--- config.mk ---
export PLATFORM = sky130hd
export DESIGN_NAME = fetch_top
export DESIGN_NICKNAME = d
export VERILOG_FILES = /design/src/fetch_pkg.sv /design/src/prefetch_buffer.sv /design/src/pc_sequencer.sv /design/src/issue_stage.sv /design/src/fetch_top.sv
export SDC_FILE = /design/constraint.sdc
export NUM_CORES = 1
export LEC_CHECK = 0
export BUFFER_PORTS_ARGS = -buffer_cell sky130_fd_sc_hd__buf_2
export CAP_MARGIN = 10
export CORE_MARGIN = 8
export CORE_UTILIZATION = 40
export DETAILED_ROUTE_END_ITERATION = 8
export GPL_TIMING_DRIVEN = 0
export HOLD_SLACK_MARGIN = 0.06
export MAX_ROUTING_LAYER = met4
export PLACE_DENSITY = 0.55
export REMOVE_ABC_BUFFERS = 1
export SLEW_MARGIN = 10
export SYNTH_ARGS = -nofsm -noshare
export SYNTH_HDL_FRONTEND = slang
export SYNTH_SLANG_ARGS = --single-unit
--- constraint.sdc ---
create_clock -name clk -period 7.47 [get_ports clk]
set_clock_uncertainty 0.2 [all_clocks]
set_input_delay 0.747 -clock clk [delete_from_list [all_inputs] [get_ports clk]]
set_output_delay 0.747 -clock clk [all_outputs]
set_load 0.01 [all_outputs]
--- src/fetch_pkg.sv ---
package fetch_pkg;

    // byte address of an instruction or a fetched word.
    typedef logic [31:0] addr_t;

    // one instruction-memory word, or one full-length instruction.
    typedef logic [31:0] word_t;

    // log2 of the number of prefetch buffer entries.
    localparam int unsigned PREFETCH_DEPTH = 3;

    // index of one entry in the prefetch buffer.
    typedef logic [PREFETCH_DEPTH-1:0] buf_idx_t;

    // addi x0, x0, 0.
    localparam word_t NOP_INSTR = 32'h0000_0013;

endpackage

--- src/prefetch_buffer.sv ---
`timescale 1ns/1ps

module prefetch_buffer (
    input  logic               clk,
    input  logic               rst,
    input  fetch_pkg::addr_t   pc,
    input  fetch_pkg::addr_t   npc,
    input  logic               valid,
    input  logic               spec,
    input  fetch_pkg::word_t   fetch_data,
    input  logic               fetch_ready,
    output fetch_pkg::addr_t   fetch_addr,
    output fetch_pkg::word_t   instr,
    output logic               stall
);

    fetch_pkg::word_t    mem [2**fetch_pkg::PREFETCH_DEPTH];

    fetch_pkg::buf_idx_t waddr;
    fetch_pkg::buf_idx_t raddr1;
    fetch_pkg::buf_idx_t raddr2;
    logic                oflow;
    logic                flush_pend;
    fetch_pkg::addr_t    fpc;

    logic                wren;
    logic                rden1;
    logic                rden2;
    logic                wden1;
    logic                wden2;
    logic                avail1;
    logic                avail2;
    logic                retire;
    logic                oflow_next;
    fetch_pkg::word_t    rdata1;
    fetch_pkg::word_t    rdata2;

    assign fetch_addr = fpc;

    always_comb begin
        // the buffer is full when the write pointer has lapped the read pointer.
        wren = fetch_ready & ~(oflow & (waddr == raddr1)) & ~spec & ~flush_pend;

        rden1 = oflow | (raddr1 != waddr);
        rden2 = rden1 & (raddr2 != waddr);

        // a word being written this cycle is forwarded to the read side.
        wden1 = wren & ~rden1 & (waddr == raddr1);
        wden2 = wren & ~rden2 & (waddr == raddr2);

        rdata1 = wden1 ? fetch_data : mem[raddr1];
        rdata2 = wden2 ? fetch_data : mem[raddr2];
        avail1 = rden1 | wden1;
        avail2 = rden2 | wden2;

        instr = fetch_pkg::NOP_INSTR;
        stall = 1'b0;
        if (!pc[1]) begin
            if (!avail1) begin
                stall = 1'b1;
            end else if (rdata1[1:0] == 2'b11) begin
                instr = rdata1;
            end else begin
                instr = {16'h0000, rdata1[15:0]};
            end
        end else begin
            if (!avail1) begin
                stall = 1'b1;
            end else if (rdata1[17:16] == 2'b11) begin
                // full-length instruction split across two entries.
                if (avail2) begin
                    instr = {rdata2[15:0], rdata1[31:16]};
                end else begin
                    stall = 1'b1;
                end
            end else begin
                instr = {16'h0000, rdata1[31:16]};
            end
        end

        // a word retires once the consumed instruction reaches its upper end.
        retire = valid & ~stall & (pc[1] | (instr[1:0] == 2'b11));

        oflow_next = oflow;
        if (wren && (waddr == '1)) begin
            oflow_next = 1'b1;
        end
        if (retire && (raddr1 == '1)) begin
            oflow_next = 1'b0;
        end
    end

    always_ff @(posedge clk) begin
        if (!rst) begin
            waddr      <= '0;
            raddr1     <= '0;
            raddr2     <= fetch_pkg::buf_idx_t'(1);
            oflow      <= 1'b0;
            flush_pend <= 1'b0;
            fpc        <= '0;
        end else if (spec) begin
            waddr      <= '0;
            raddr1     <= '0;
            raddr2     <= fetch_pkg::buf_idx_t'(1);
            oflow      <= 1'b0;
            flush_pend <= 1'b1;
        end else begin
            oflow <= oflow_next;
            if (wren) begin
                waddr <= waddr + 1'b1;
                fpc   <= fpc + 32'd4;
            end
            if (retire) begin
                raddr1 <= raddr1 + 1'b1;
                raddr2 <= raddr2 + 1'b1;
            end
            // the first strobe after a flush only restarts the fetch address.
            if (fetch_ready && flush_pend) begin
                fpc        <= {npc[31:2], 2'b00};
                flush_pend <= 1'b0;
            end
        end
    end

    always_ff @(posedge clk) begin
        if (wren) begin
            mem[waddr] <= fetch_data;
        end
    end

endmodule

--- src/pc_sequencer.sv ---
`timescale 1ns/1ps

module pc_sequencer (
    input  logic              clk,
    input  logic              rst,
    input  logic              redirect,
    input  fetch_pkg::addr_t  redirect_target,
    input  fetch_pkg::word_t  instr,
    input  logic              stall,
    output fetch_pkg::addr_t  pc,
    output fetch_pkg::addr_t  npc,
    output logic              valid,
    output logic              spec,
    output logic              issue_take
);

    typedef enum logic [1:0] {
        SEQ_IDLE,
        SEQ_SPEC,
        SEQ_RUN
    } seq_state_t;

    seq_state_t       state;
    fetch_pkg::addr_t step;

    always_comb begin
        // nothing may be taken while a redirect is being sampled.
        valid      = (state == SEQ_RUN) & ~redirect;
        spec       = (state == SEQ_SPEC);
        issue_take = valid & ~stall;
        step       = (instr[1:0] == 2'b11) ? 32'd4 : 32'd2;
    end

    always_ff @(posedge clk) begin
        if (!rst) begin
            state <= SEQ_IDLE;
            pc    <= '0;
            npc   <= '0;
        end else if (redirect) begin
            state <= SEQ_SPEC;
            pc    <= redirect_target;
            npc   <= redirect_target;
        end else begin
            state <= SEQ_RUN;
            if (issue_take) begin
                pc <= pc + step;
            end
        end
    end

endmodule

--- src/issue_stage.sv ---
`timescale 1ns/1ps

module issue_stage (
    input  logic              clk,
    input  logic              rst,
    input  logic              issue_take,
    input  fetch_pkg::addr_t  pc,
    input  fetch_pkg::word_t  instr,
    output logic              issue_valid,
    output fetch_pkg::addr_t  issue_pc,
    output fetch_pkg::word_t  issue_instr,
    output logic              issue_compressed
);

    always_ff @(posedge clk) begin
        if (!rst) begin
            issue_valid      <= 1'b0;
            issue_pc         <= '0;
            issue_instr      <= fetch_pkg::NOP_INSTR;
            issue_compressed <= 1'b0;
        end else begin
            issue_valid <= issue_take;
            if (issue_take) begin
                issue_pc    <= pc;
                issue_instr <= instr;
                // anything not ending in 11 is a 16-bit encoding.
                issue_compressed <= (instr[1:0] != 2'b11);
            end
        end
    end

endmodule

--- src/fetch_top.sv ---
`timescale 1ns/1ps

module fetch_top (
    input  logic              clk,
    input  logic              rst,
    output fetch_pkg::addr_t  fetch_addr,
    input  fetch_pkg::word_t  fetch_data,
    input  logic              fetch_ready,
    input  logic              redirect,
    input  fetch_pkg::addr_t  redirect_target,
    output logic              issue_valid,
    output fetch_pkg::addr_t  issue_pc,
    output fetch_pkg::word_t  issue_instr,
    output logic              issue_compressed
);

    fetch_pkg::addr_t pc;
    fetch_pkg::addr_t npc;
    fetch_pkg::word_t instr;
    logic             valid;
    logic             spec;
    logic             stall;
    logic             issue_take;

    pc_sequencer u_pc_sequencer (
        .clk             (clk),
        .rst             (rst),
        .redirect        (redirect),
        .redirect_target (redirect_target),
        .instr           (instr),
        .stall           (stall),
        .pc              (pc),
        .npc             (npc),
        .valid           (valid),
        .spec            (spec),
        .issue_take      (issue_take)
    );

    prefetch_buffer u_prefetch_buffer (
        .clk         (clk),
        .rst         (rst),
        .pc          (pc),
        .npc         (npc),
        .valid       (valid),
        .spec        (spec),
        .fetch_data  (fetch_data),
        .fetch_ready (fetch_ready),
        .fetch_addr  (fetch_addr),
        .instr       (instr),
        .stall       (stall)
    );

    issue_stage u_issue_stage (
        .clk              (clk),
        .rst              (rst),
        .issue_take       (issue_take),
        .pc               (pc),
        .instr            (instr),
        .issue_valid      (issue_valid),
        .issue_pc         (issue_pc),
        .issue_instr      (issue_instr),
        .issue_compressed (issue_compressed)
    );

endmodule

==> out/metrics.cfg <==
[yosys]
yosysMostFrequentCell = edfxtp_1
yosys_warnings = 0
synth_cells = 1545
yosysSeqAreaShare_pct = 58.38
ys_seq_elements = 433
synthFlopType = edfxtp_1
synth_edf_count = 256
synthTopCellsByCount = 256 x edfxtp_1, 177 x dfxtp_1, 157 x nand2_1
avgSynthCellArea_sq_um = 12.45
synth_top_area_share_pct = 39.96
synthTopCellsByArea = edfxtp_1 40%, dfxtp_1 18%, mux4_2 11%
synthArstFlopShare_pct = 0
yosysUniqueCellTypes = 75
yosysTopAreaCell = edfxtp_1
synth_area_sq_um = 19240

[timing]
final-setup-viol-count = 0
min_period_ps = 5671
fmax_mhz = 176.3
rsz0062_at_grt = no
relSlewSlack_pct = 19.63
final_hold_viol_count = 0
timing.final.max_slew_violations = 0
fin_setup_tns_ps = 0
setup_ws_ps = 1799
worst_pin_slew_ps = 1206
timing.final.crit_share_pct = 75.92

[floorplan]
die_w_microns = 235.3
start_util_pct = 40.37
design.core.area_sq_um = 47650
die-area_sq_um = 55360
die_h_microns = 235.3
std_cell_rows = 80
num_io_pins = 166

[power]
ir_worst_vdd_mv = 0.1776
netSwitchingPower_w = 0.001276
total_leakage_power_nw = 7.848
power_frac_comb_pct = 7.4
clock_power_share_pct = 44.1
p_per_area_nw_per_um2 = 239.5
seqPwrFrac_pct = 48.4
power.internal_w = 0.004165
switching_share_pct = 23.45

[global_route]
grt_pass1_vias = 13675
grt_remaining_overflow = 0
grt_max_degree = 61
grt_pass1_wl_microns = 83150
antenna_found_initial = 6
grt_usage_pct = 19.67

[min_path]
worstHoldPathType = in2reg
holdCritStartpoint = redirect_target[0]
whs_path_depth = 3
hold-path-endpoint = u_pc_sequencer.pc[0]

[worst_setup_path]
r2r_slack_ps = 1800
crit_required_ps = 7740
r2r-end = u_pc_sequencer.pc[25]
end_kind = register
setup.worst_path.start_class = register
startpoint = u_prefetch_buffer.waddr[0]
critical_path.max_fanout = 60
r2r-start = u_prefetch_buffer.waddr[0]
rr_worst_depth = 17
criticalPathCategory = reg2reg
cp_data_arrival_time_ps = 5940

[clocking]
clk-insertion-delay-late_ps = 590
htree_levels = 2
clkTransAtPathRegs_ps = 60
cts-buffers-inserted = 47
cts-root-buf = clkbuf_16
cts_hold_buf = 0
cts_sinks = 433
cts_setup_buffers = 0
cts_tree = built
clockBufferDepth = 3
cts_resized = 0

[routing]
ant_nets = 0
drt_iter0_drc = 953
first_pass_iters = 7
routedWlPerCell_microns = 22.82
vias = 13286
drc = 0
wirelength_microns = 53830
viasPerCell = 5.632

[place]
hpwl_microns = 35670
portBuffers = 163
place_ws_ps = 1804
place_congestion = 0.7992

[status]
status = finished clean

[finish]
fillCellCount = 4247
multi_input_comb_area_sq_um = 7557
area_growth_pct = 18.14
fin_nets = 1779
fin_util_pct = 47.70
register_area_sq_um = 11250
drive_gt1_share_pct = 25.32

[flow_run]
drv_cap = 0

[per-stage QoR]
| step | cells | hold slack [ps] | power (W) | cell area (sq um) |
|---|---|---|---|---|
| 2_1_floorplan | 1434 | 231.2 | 0.002902 | 18740 |
| 3_3_place_gp | 2212 | 240.7 | 0.003068 | 20330 |
| 3_5_place_dp | 2267 | 244.9 | 0.003091 | 21110 |
| 4_1_cts | 2353 | 184.2 | 0.005504 | 22710 |
| 5_1_grt | 2358 | 196.9 | 0.005635 | 22720 |
| 6_report | 2359 | 217.0 | 0.005442 | 22730 |
[state kept, by name (all words and copies together), names as in the netlist, named ones only]
signal / cells
u_prefetch_buffer.fetch_addr: 30
u_pc_sequencer.npc: 30
u_issue_stage.issue_compressed: 1
u_prefetch_buffer.oflow: 1
u_prefetch_buffer.mem: 256
u_prefetch_buffer.raddr2: 3
u_prefetch_buffer.waddr: 3
u_issue_stage.issue_instr: 32
u_issue_stage.issue_pc: 32
u_prefetch_buffer.flush_pend: 1
u_pc_sequencer.pc: 32
u_issue_stage.issue_valid: 1
u_prefetch_buffer.raddr1: 3
u_pc_sequencer.state: 2
[critical path, stage by stage, from the launching register on]
cell	delay [ps]
dfxtp_1	650
xnor2_2	220
and4_1	480
nand2_4	500
mux2i_1	530
o211ai_1	180
and2_1	200
inv_1	140
ha_1	200
inv_1	60
fa_1	430
and4b_1	340
nand4_1	270
nor2_1	220
nand3_1	150
or2_2	320
a21o_1	180
a221o_1	280
[power by group through the flow]
stage / logic (W) / registers (W) / clock network (W)
6_report: 0.000403 / 0.00264 / 0.00240
5_1_grt: 0.000442 / 0.00264 / 0.00255
4_1_cts: 0.000407 / 0.00264 / 0.00246
3_5_place_dp: 0.000405 / 0.00269 / 0
3_3_place_gp: 0.000370 / 0.00270 / 0
2_1_floorplan: 0.000218 / 0.00268 / 0
[area by class of cell]
type / count / share of cell area, %
timing repair buffer: 218 / 6.508
inverter: 12 / 0.2202
clock buffer: 71 / 6.067
sequential: 433 / 49.50
tap: 615 / 3.386
multi-input combinational: 989 / 33.25
clock inverter: 15 / 0.9965
antenna: 6 / 0.06607
[metal layers]
layer  wire (microns)  up-vias  track usage (%)
li1                 -     6215                -
met1            23680     6648            25.48
met2            26030      351            31.98
met3             3072       72            3.546
met4             1049        0            4.804
met5                0        -                -
[cells by family after synthesis]
family | synth area share [%]
AO/OA/AOI/OAI | 10.86
XOR/XNOR | 0.8911
adder cells (fa/ha/maj) | 0.6895
buffers and inverters | 2.810
flip-flops | 58.38
multiplexers | 15.47
other | 0.01949
AND/OR/NAND/NOR | 10.87
[cells in the final DEF (no fill, tap or decap), drive strengths merged, types with 9 or more instances in the layout]
cell type	instances
o21ai	47
nand2b	9
edfxtp	256
mux4	96
xnor2	12
inv	13
ha	9
and3	10
mux2i	78
nor3	32
a21oi	141
a22oi	13
a211oi	50
dfxtp	177
nand2	159
nand3	34
nand4	14
clkbuf	71
o211ai	11
buf	218
nor2	150
[how the worst max path moves through the flow]
stage | to | slack [ps]
2_1_floorplan | u_pc_sequencer.pc[25] | 1030
3_3_place_gp | u_prefetch_buffer.mem[4][2] | -2410
6_report | u_pc_sequencer.pc[25] | 1800
3_5_place_dp | u_pc_sequencer.pc[25] | 1800
5_1_grt | u_pc_sequencer.pc[31] | 1420
4_1_cts | u_pc_sequencer.pc[25] | 1770
No activity file was read; power rests on OpenSTA's default activity.
